[src/common/stepper_pkg.sv]
// shared widths, register map and bus structs for the motion peripheral, imported by each block
`default_nettype none

package stepper_pkg;

  // plain widths with a meaning
  typedef logic [31:0] word_t;
  typedef logic [7:0] paddr_t;
  typedef logic [15:0] period_t;
  typedef logic [15:0] steps_t;
  typedef logic signed [31:0] position_t;
  typedef logic [7:0] spi_addr_t;

  // driver frame, address byte goes out first
  typedef struct packed {
    spi_addr_t addr;
    word_t data;
  } spi_frame_t;

  // byte offsets inside the peripheral
  localparam paddr_t REG_CTRL = 8'h00;
  localparam paddr_t REG_PERIOD = 8'h04;
  localparam paddr_t REG_COUNT = 8'h08;
  localparam paddr_t REG_POSITION = 8'h0C;
  localparam paddr_t REG_STATUS = 8'h10;
  localparam paddr_t REG_SPI_ADDR = 8'h14;
  localparam paddr_t REG_SPI_DATA = 8'h18;
  localparam paddr_t REG_SPI_RX_ADDR = 8'h1C;
  localparam paddr_t REG_SPI_RX_DATA = 8'h20;
  localparam paddr_t REG_LED = 8'h24;

  // decoded register select
  typedef enum logic [3:0] {
    REG_NONE,
    SEL_CTRL,
    SEL_PERIOD,
    SEL_COUNT,
    SEL_POSITION,
    SEL_STATUS,
    SEL_SPI_ADDR,
    SEL_SPI_DATA,
    SEL_SPI_RX_ADDR,
    SEL_SPI_RX_DATA,
    SEL_LED
  } reg_sel_e;

  // one legal access, valid in the access cycle only
  typedef struct packed {
    reg_sel_e sel;
    logic wr;
    word_t wdata;
  } reg_access_t;

  // move request towards the step engine
  typedef struct packed {
    logic start;
    logic dir;
    period_t period;
    steps_t count;
  } move_cmd_t;

  // transfer request towards the spi engine
  typedef struct packed {
    logic start;
    spi_frame_t frame;
  } spi_cmd_t;

endpackage

`default_nettype wire

[src/logic/apb_decode.sv]
// apb slave front end, turns access phases into register selects and flags illegal accesses
`default_nettype none
`timescale 1ns/1ps

module apb_decode
  import stepper_pkg::*;
(
  input  logic        clk_25mhz,
  input  logic        rst_n,
  input  logic        psel,
  input  logic        penable,
  input  logic        pwrite,
  input  paddr_t      paddr,
  input  word_t       pwdata,
  output logic        pready,
  output logic        pslverr,
  output reg_access_t acc
);

  logic setup_q;
  logic access;
  logic read_only;
  logic err;
  reg_sel_e sel;

  // remember a setup phase, an access needs one in front of it
  always_ff @(posedge clk_25mhz) begin
    if (!rst_n) begin
      setup_q <= 1'b0;
    end else begin
      setup_q <= psel & ~penable;
    end
  end

  assign access = psel & penable & setup_q;

  // address map
  // only exact word offsets match, so misaligned ones fall to default
  always_comb begin
    sel = REG_NONE;
    read_only = 1'b0;
    case (paddr)
      REG_CTRL:        sel = SEL_CTRL;
      REG_PERIOD:      sel = SEL_PERIOD;
      REG_COUNT:       sel = SEL_COUNT;
      REG_POSITION: begin
        sel = SEL_POSITION;
        read_only = 1'b1;
      end
      REG_STATUS: begin
        sel = SEL_STATUS;
        read_only = 1'b1;
      end
      REG_SPI_ADDR:    sel = SEL_SPI_ADDR;
      REG_SPI_DATA:    sel = SEL_SPI_DATA;
      REG_SPI_RX_ADDR: begin
        sel = SEL_SPI_RX_ADDR;
        read_only = 1'b1;
      end
      REG_SPI_RX_DATA: begin
        sel = SEL_SPI_RX_DATA;
        read_only = 1'b1;
      end
      REG_LED:         sel = SEL_LED;
      default:         sel = REG_NONE;
    endcase
  end

  // unmapped address or write to a status register
  assign err = (sel == REG_NONE) | (read_only & pwrite);

  // no wait states
  assign pready = psel & penable;
  assign pslverr = access & err;

  // failed accesses reach the register block as REG_NONE
  assign acc.sel = (access & ~err) ? sel : REG_NONE;
  assign acc.wr = access & ~err & pwrite;
  assign acc.wdata = pwdata;

endmodule

`default_nettype wire

[src/motion/step_generator.sv]
// step/direction engine, issues a counted run of step pulses and keeps the signed position
`default_nettype none
`timescale 1ns/1ps

module step_generator
  import stepper_pkg::*;
(
  input  logic      clk_25mhz,
  input  logic      rst_n,
  input  move_cmd_t move,
  input  logic      drv_en,
  output logic      step,
  output logic      dir,
  output logic      moving,
  output position_t position
);

  typedef enum logic [1:0] {
    IDLE,
    HIGH,
    LOW
  } state_e;

  state_e state_q;
  period_t per_q;
  period_t half_q;
  period_t cnt_q;
  period_t per_eff;
  steps_t left_q;
  logic dir_q;
  position_t pos_q;

  // shortest usable period is two cycles
  assign per_eff = (move.period < period_t'(2)) ? period_t'(2) : move.period;

  always_ff @(posedge clk_25mhz) begin
    if (!rst_n) begin
      state_q <= IDLE;
      cnt_q <= '0;
      left_q <= '0;
      dir_q <= 1'b0;
      pos_q <= '0;
    end else if ((state_q != IDLE) && !drv_en) begin
      // driver switched off, drop the move
      state_q <= IDLE;
    end else begin
      case (state_q)
        IDLE: begin
          // zero count or disabled driver starts nothing
          if (move.start && drv_en && (move.count != '0)) begin
            state_q <= HIGH;
            per_q <= per_eff;
            half_q <= per_eff >> 1;
            cnt_q <= '0;
            left_q <= move.count;
            dir_q <= move.dir;
            // first rising edge shows up with this update
            pos_q <= move.dir ? pos_q + 32'sd1 : pos_q - 32'sd1;
          end
        end
        HIGH: begin
          cnt_q <= cnt_q + period_t'(1);
          if (cnt_q == half_q - period_t'(1)) begin
            state_q <= LOW;
          end
        end
        LOW: begin
          if (cnt_q == per_q - period_t'(1)) begin
            if (left_q == steps_t'(1)) begin
              // last period done
              state_q <= IDLE;
            end else begin
              state_q <= HIGH;
              cnt_q <= '0;
              left_q <= left_q - steps_t'(1);
              pos_q <= dir_q ? pos_q + 32'sd1 : pos_q - 32'sd1;
            end
          end else begin
            cnt_q <= cnt_q + period_t'(1);
          end
        end
        default: state_q <= IDLE;
      endcase
    end
  end

  // step drops in the same cycle the driver is disabled
  assign step = (state_q == HIGH) & drv_en;
  // pin follows the control bit while idle, held during a move
  assign dir = (state_q == IDLE) ? move.dir : dir_q;
  assign moving = (state_q != IDLE);
  assign position = pos_q;

endmodule

`default_nettype wire

[src/spi/spi_master.sv]
// spi mode 3 master for the smart stepper driver, one 40-bit frame per start pulse
`default_nettype none
`timescale 1ns/1ps

module spi_master
  import stepper_pkg::*;
#(
  parameter int SPI_DIV = 4
) (
  input  logic       clk_25mhz,
  input  logic       rst_n,
  input  spi_cmd_t   spi,
  input  logic       sdo,
  output logic       sck,
  output logic       cs_n,
  output logic       sdi,
  output logic       spi_busy,
  output spi_frame_t rx_frame
);

  localparam int FRAME_W = $bits(spi_frame_t);
  localparam int DIV_W = (SPI_DIV > 1) ? $clog2(SPI_DIV) : 1;
  localparam int BIT_W = $clog2(FRAME_W);

  typedef enum logic [1:0] {
    IDLE,
    SELECT,
    SHIFT,
    DESELECT
  } state_e;

  state_e state_q;
  logic [DIV_W-1:0] div_q;
  logic [BIT_W-1:0] bit_q;
  logic [FRAME_W-1:0] shift_q;
  logic sck_q;
  logic sdo_q;
  logic half_done;

  // end of one sck half period
  assign half_done = (div_q == DIV_W'(SPI_DIV - 1));

  always_ff @(posedge clk_25mhz) begin
    if (!rst_n) begin
      state_q <= IDLE;
      div_q <= '0;
      bit_q <= '0;
      sck_q <= 1'b1;
      rx_frame <= '0;
    end else begin
      case (state_q)
        IDLE: begin
          sck_q <= 1'b1;
          if (spi.start) begin
            state_q <= SELECT;
            shift_q <= spi.frame;
          end
        end
        SELECT: begin
          // msb already on sdi, first falling edge keeps it
          state_q <= SHIFT;
          sck_q <= 1'b0;
          div_q <= '0;
          bit_q <= '0;
        end
        SHIFT: begin
          if (half_done) begin
            div_q <= '0;
            if (!sck_q) begin
              // rising edge, sample the reply
              sck_q <= 1'b1;
              sdo_q <= sdo;
              if (bit_q == BIT_W'(FRAME_W - 1)) begin
                state_q <= DESELECT;
              end
            end else begin
              // falling edge, next bit out and last sample in
              sck_q <= 1'b0;
              shift_q <= {shift_q[FRAME_W-2:0], sdo_q};
              bit_q <= bit_q + BIT_W'(1);
            end
          end else begin
            div_q <= div_q + DIV_W'(1);
          end
        end
        DESELECT: begin
          // hold sck high one half period before releasing cs
          if (half_done) begin
            state_q <= IDLE;
            div_q <= '0;
            rx_frame <= {shift_q[FRAME_W-2:0], sdo_q};
          end else begin
            div_q <= div_q + DIV_W'(1);
          end
        end
        default: state_q <= IDLE;
      endcase
    end
  end

  assign sck = sck_q;
  assign cs_n = (state_q == IDLE);
  assign spi_busy = (state_q != IDLE);
  // sdi parked low while deselected
  assign sdi = cs_n ? 1'b0 : shift_q[FRAME_W-1];

endmodule

`default_nettype wire

[src/logic/control_regs.sv]
// register file of the peripheral that issues move and spi starts and forms apb read data
`default_nettype none
`timescale 1ns/1ps

module control_regs
  import stepper_pkg::*;
(
  input  logic        clk_25mhz,
  input  logic        rst_n,
  input  reg_access_t acc,
  input  logic        moving,
  input  logic        spi_busy,
  input  position_t   position,
  input  spi_frame_t  rx_frame,
  output word_t       prdata,
  output logic        drv_en,
  output move_cmd_t   move,
  output spi_cmd_t    spi,
  output logic [3:0]  led
);

  logic [1:0] ctrl_q;
  period_t period_q;
  steps_t count_q;
  spi_addr_t spi_addr_q;
  word_t spi_data_q;
  logic [3:0] led_q;
  logic move_start_q;
  logic spi_start_q;
  logic wr_count;
  logic wr_spi_data;

  assign wr_count = acc.wr & (acc.sel == SEL_COUNT);
  assign wr_spi_data = acc.wr & (acc.sel == SEL_SPI_DATA);

  always_ff @(posedge clk_25mhz) begin
    if (!rst_n) begin
      ctrl_q <= '0;
      period_q <= '0;
      count_q <= '0;
      spi_addr_q <= '0;
      spi_data_q <= '0;
      led_q <= '0;
      move_start_q <= 1'b0;
      spi_start_q <= 1'b0;
    end else begin
      // busy engines or a disabled driver swallow the start
      move_start_q <= wr_count & ctrl_q[0] & ~moving;
      spi_start_q <= wr_spi_data & ~spi_busy;
      if (acc.wr) begin
        case (acc.sel)
          SEL_CTRL:     ctrl_q <= acc.wdata[1:0];
          SEL_PERIOD:   period_q <= acc.wdata[15:0];
          SEL_COUNT:    count_q <= acc.wdata[15:0];
          SEL_SPI_ADDR: spi_addr_q <= acc.wdata[7:0];
          SEL_SPI_DATA: spi_data_q <= acc.wdata;
          SEL_LED:      led_q <= acc.wdata[3:0];
          default:      ;
        endcase
      end
    end
  end

  // read mux with zero for REG_NONE
  always_comb begin
    case (acc.sel)
      SEL_CTRL:        prdata = word_t'(ctrl_q);
      SEL_PERIOD:      prdata = word_t'(period_q);
      SEL_COUNT:       prdata = word_t'(count_q);
      SEL_POSITION:    prdata = word_t'(position);
      SEL_STATUS:      prdata = word_t'({spi_busy, moving});
      SEL_SPI_ADDR:    prdata = word_t'(spi_addr_q);
      SEL_SPI_DATA:    prdata = spi_data_q;
      SEL_SPI_RX_ADDR: prdata = word_t'(rx_frame.addr);
      SEL_SPI_RX_DATA: prdata = rx_frame.data;
      SEL_LED:         prdata = word_t'(led_q);
      default:         prdata = '0;
    endcase
  end

  // ctrl bit0 is the enable and bit1 the direction
  assign drv_en = ctrl_q[0];
  assign move.start = move_start_q;
  assign move.dir = ctrl_q[1];
  assign move.period = period_q;
  assign move.count = count_q;
  assign spi.start = spi_start_q;
  assign spi.frame.addr = spi_addr_q;
  assign spi.frame.data = spi_data_q;
  assign led = led_q;

endmodule

`default_nettype wire

[src/logic/stepper_top.sv]
// motion peripheral top, connects the apb port and both engines to the board pins
`default_nettype none
`timescale 1ns/1ps

module stepper_top
  import stepper_pkg::*;
#(
  parameter int SPI_DIV = 4
) (
  input  logic       clk_25mhz,
  input  logic       rst_n,
  // apb slave
  input  logic       psel,
  input  logic       penable,
  input  logic       pwrite,
  input  paddr_t     paddr,
  input  word_t      pwdata,
  output word_t      prdata,
  output logic       pready,
  output logic       pslverr,
  // motor driver
  output logic       step,
  output logic       dir,
  output logic       drv_en,
  output logic       sck,
  output logic       cs_n,
  output logic       sdi,
  input  logic       sdo,
  output logic [3:0] led
);

  reg_access_t acc;
  move_cmd_t move;
  spi_cmd_t spi;
  logic moving;
  logic spi_busy;
  position_t position;
  spi_frame_t rx_frame;

  apb_decode u_decode (
    .clk_25mhz(clk_25mhz), .rst_n(rst_n),
    .psel(psel), .penable(penable), .pwrite(pwrite),
    .paddr(paddr), .pwdata(pwdata),
    .pready(pready), .pslverr(pslverr), .acc(acc)
  );

  control_regs u_regs (
    .clk_25mhz(clk_25mhz), .rst_n(rst_n), .acc(acc),
    .moving(moving), .spi_busy(spi_busy),
    .position(position), .rx_frame(rx_frame),
    .prdata(prdata), .drv_en(drv_en),
    .move(move), .spi(spi), .led(led)
  );

  step_generator u_step (
    .clk_25mhz(clk_25mhz), .rst_n(rst_n),
    .move(move), .drv_en(drv_en),
    .step(step), .dir(dir), .moving(moving), .position(position)
  );

  // driver config link
  spi_master #(
    .SPI_DIV(SPI_DIV)
  ) u_spi (
    .clk_25mhz(clk_25mhz), .rst_n(rst_n), .spi(spi), .sdo(sdo),
    .sck(sck), .cs_n(cs_n), .sdi(sdi),
    .spi_busy(spi_busy), .rx_frame(rx_frame)
  );

endmodule

`default_nettype wire

[config.mk]
export PLATFORM = sky130hd
export DESIGN_NAME = stepper_top
export DESIGN_NICKNAME = d
export VERILOG_FILES = /design/src/common/stepper_pkg.sv /design/src/logic/apb_decode.sv /design/src/motion/step_generator.sv /design/src/spi/spi_master.sv /design/src/logic/control_regs.sv /design/src/logic/stepper_top.sv
export SDC_FILE = /design/constraint.sdc
export NUM_CORES = 1
export LEC_CHECK = 0
export BUFFER_PORTS_ARGS = -buffer_cell sky130_fd_sc_hd__buf_2
export CAP_MARGIN = 5
export CORE_MARGIN = 2
export CORE_UTILIZATION = 45
export CTS_BUF_LIST = sky130_fd_sc_hd__clkbuf_8
export DETAILED_ROUTE_END_ITERATION = 10
export SLEW_MARGIN = 20
export SYNTH_ARGS = -nofsm -noshare
export SYNTH_HDL_FRONTEND = slang
export SYNTH_HIERARCHICAL = 1
export SYNTH_SLANG_ARGS = --single-unit
[constraint.sdc]
create_clock -name clk_25mhz -period 6.9 [get_ports clk_25mhz]
set_input_delay 0 -clock clk_25mhz [delete_from_list [all_inputs] [get_ports clk_25mhz]]
set_output_delay 0 -clock clk_25mhz [all_outputs]
set_load 0.01 [all_outputs]
==> flow_metrics.py <==
metrics = {
    "logic_synthesis": {
        "ys_seq_area_frac": 0.397,
        "synth_area_leaders": "dfxtp_1 (28%), edfxtp_1 (12%), nand2_1 (7.7%)",
        "ys_warn_count": 6,
        "syn_avg_cell_area_um2": 8.74,
        "synth_cell_types": 92,
        "yosysMostFrequentCell": "nand2_1",
        "synth_top_cells_by_count": "nand2_1 (295), dfxtp_1 (199), a21oi_1 (77)",
        "synth_top_cell_by_area": "dfxtp_1",
        "synth_edf_count": 57,
        "synth-async-reset-ratio": 0,
        "synth_cells": 1644,
        "synth_nets": 1708,
        "synth_seq_cells": 256,
        "syn_area_um2": 14400,
        "synthFlopType": "dfxtp_1",
        "synth_top_area_share": 0.277,
    },
    "final_layout": {
        "diodes": 0,
        "drive_gt1_frac": 0.160,
        "seq_area_um2": 5700,
        "multiInputGateArea_um2": 7700,
        "fin_util": 0.501,
        "area_growth_pct": 9.84,
        "finalNetCount": 1742,
        "n_fill_cell": 2999,
    },
    "die": {
        "row_count": 65,
        "start_util": 0.456,
        "io_pins": 90,
        "die_h_um": 183,
        "dieArea_um2": 33400,
        "core_um2": 31500,
        "die-width_um": 183,
    },
    "placed_design": {
        "place_ws_ns": 2.90,
        "port_buffers": 89,
        "gp_congestion": 0.893,
        "place_hpwl_mm": 27.1,
    },
    "route": {
        "ant_nets": 0,
        "drtIter0Drc": 860,
        "drc": 0,
        "first_pass_iters": 5,
        "viasPerCell": 5.80,
        "vias": 12289,
        "routed_wl_mm": 39.8,
        "wl_per_cell_um": 18.8,
    },
    "timing": {
        "fmax_mhz": 243,
        "fin_tns_setup_ns": 0,
        "hold_viol_final": 0,
        "rsz0062_at_grt": "no",
        "clock_skew_ns": 0.0184,
        "fin_ws_ns": 2.79,
        "min_period_over_period": 0.596,
        "period_minus_slack_ns": 4.11,
        "setup_viol": 0,
        "drv_slew": 0,
        "maxSlewHeadroom": 0.308,
        "worst_pin_slew_ns": 1.04,
    },
    "worst_setup_path": {
        "cp-start-kind": "register",
        "r2r_cells": 10,
        "path_class": "register to register",
        "r2r_slack_ns": 2.79,
        "crit_required_ns": 7.36,
        "worstPathArrival_ns": 4.57,
        "endpoint_kind": "register",
        "crit_chain": "inv_1 > ha_1 > nor4b_4 > nand4_1 > xnor2_1 > a2111o_1 > nand4bb_1 > a21oi_2 > a21oi_1 > a31o_2",
        "slowest_delay_ns": 0.88,
        "cp_max_fo": 18,
        "slowest_stage": "a21oi_2",
    },
    "global_route": {
        "grt_pass1_wl_mm": 63.1,
        "grt_antenna_before_repair": 0,
        "grt_pass1_vias": 11656,
        "grt_usage": 0.236,
        "grt_max_degree": 82,
        "gr-total-overflow": 0,
    },
    "run_status": {
        "status": "completed",
    },
    "clock_tree": {
        "cts_tree": "done",
        "clock_sinks": 256,
        "htreeDepth": 2,
        "numCtsBuffers": 46,
        "path_clk_slew_ns": 0.06,
        "cts_setup_buffers": 0,
        "cts-root-buf": "clkbuf_8",
        "clk_path_buf_depth": 3,
        "clk_latency_ns": 0.57,
    },
    "power": {
        "combinationalPowerShare": 0.028,
        "switching_power_mw": 0.699,
        "pwr-share-seq": 0.519,
        "swShare": 0.238,
        "p_per_area_nw_per_um2": 186,
        "clkPwrFrac": 0.453,
        "internal-power_mw": 2.24,
        "leakagePower_nw": 5.76,
        "peakVddDrop_v": 0.000116,
    },
    "worst_hold_path": {
        "hp-class": "input pin to register",
        "whs_path_depth": 5,
    },
    "job": {
        "cap_violations": 0,
    },
}
[metrics by stage]
stage          total power [mW]  cell area (um2)  cells  hold WS, ns
2_1_floorplan              1.61            14400   1644       0.0715
3_3_place_gp               1.62            14600   1996        0.182
3_5_place_dp               1.62            14600   1996        0.186
4_1_cts                    2.98            15800   2117       0.0544
5_1_grt                    3.05            15800   2117        0.101
6_report                   2.94            15800   2117       0.0857
[kinds of logic after synthesis]
logic type / share of synthesized area
xor gates and xnor gates: 0.0274
buffers and inverters: 0.0693
adders and majority gates: 0.0157
muxes: 0.0613
DFF: 0.397
AOI/OAI and AO/OA: 0.200
and+or+nand+nor: 0.230
[flip-flops by register name (all words and copies together) (netlist names), 8 cells and up]
name               count
u_spi/shift_q         40
u_regs/spi_addr_q      8
u_step/per_q          16
u_step/position       32
u_step/cnt_q          16
u_regs/spi_data_q     32
u_regs/count_q        16
u_spi/rx_frame        40
u_step/left_q         16
u_regs/period_q       16
[metal layers]
metal	track usage	routed length, um
met5	0	0
met4	0.0932	1400
met3	0.0293	2090
met2	0.389	18700
met1	0.315	17600
[worst paths after layout]
kind                                        start                               to
hold reg to reg   u_spi/rx_frame[27]$_SDFFE_PN0P_  u_spi/rx_frame[27]$_SDFFE_PN0P_
hold / removal                           paddr[4]    u_regs/ctrl_q[0]$_SDFFE_PN0P_
setup / recovery    u_step/per_q[2]$_SDFFCE_PN0P_   u_step/left_q[11]$_SDFFE_PN0P_
setup reg to reg    u_step/per_q[2]$_SDFFCE_PN0P_   u_step/left_q[11]$_SDFFE_PN0P_
[worst max-delay path: cells and delay by family, from the launching register on]
kind                     cells  cell delay [ns]
AND/OR/NAND/NOR              3             1.20
flip-flops                   1             0.48
adder cells (fa/ha/maj)      1             0.36
AO/OA/AOI/OAI                4             1.68
XOR/XNOR                     1             0.16
buffers and inverters        1             0.13
[layout make-up]
class	count	share of cell area
sequential	256	0.361
multi-input combinational	1208	0.488
clock inverter	35	0.0104
timing repair buffer	143	0.0598
inverter	23	0.00547
tap	402	0.0319
clock buffer	50	0.0436
[placed cells by master, fill, tap and decap left out, drive strengths merged, types with 34 or more instances in the layout]
master       Yosys  layout
a21boi         111     111
a21oi           78      78
a22oi           37      37
buf             90     107
clkbuf          67      50
dfxtp          199     199
dlygate4sd3      0      36
edfxtp          57      57
inv             23      42
mux2            48      48
mux2i           34      34
nand2          306     306
nor2            65      65
o21ai           55      55
[power groups by stage]
stage	Clock, mW	Combinational (mW)	Sequential, mW
finish	1.33	0.0823	1.52
global route	1.44	0.0875	1.52
CTS	1.37	0.0822	1.52
detailed placement	0	0.0664	1.56
global placement	0	0.0661	1.56
floorplan	0	0.0500	1.56
[timing repair]
item / in CTS / in global routing
resized for setup: 0 / 0
hold buffers: 36 / 0
hold endpoints to repair: 82 / 0
No activity file was read; power rests on OpenSTA's default activity.
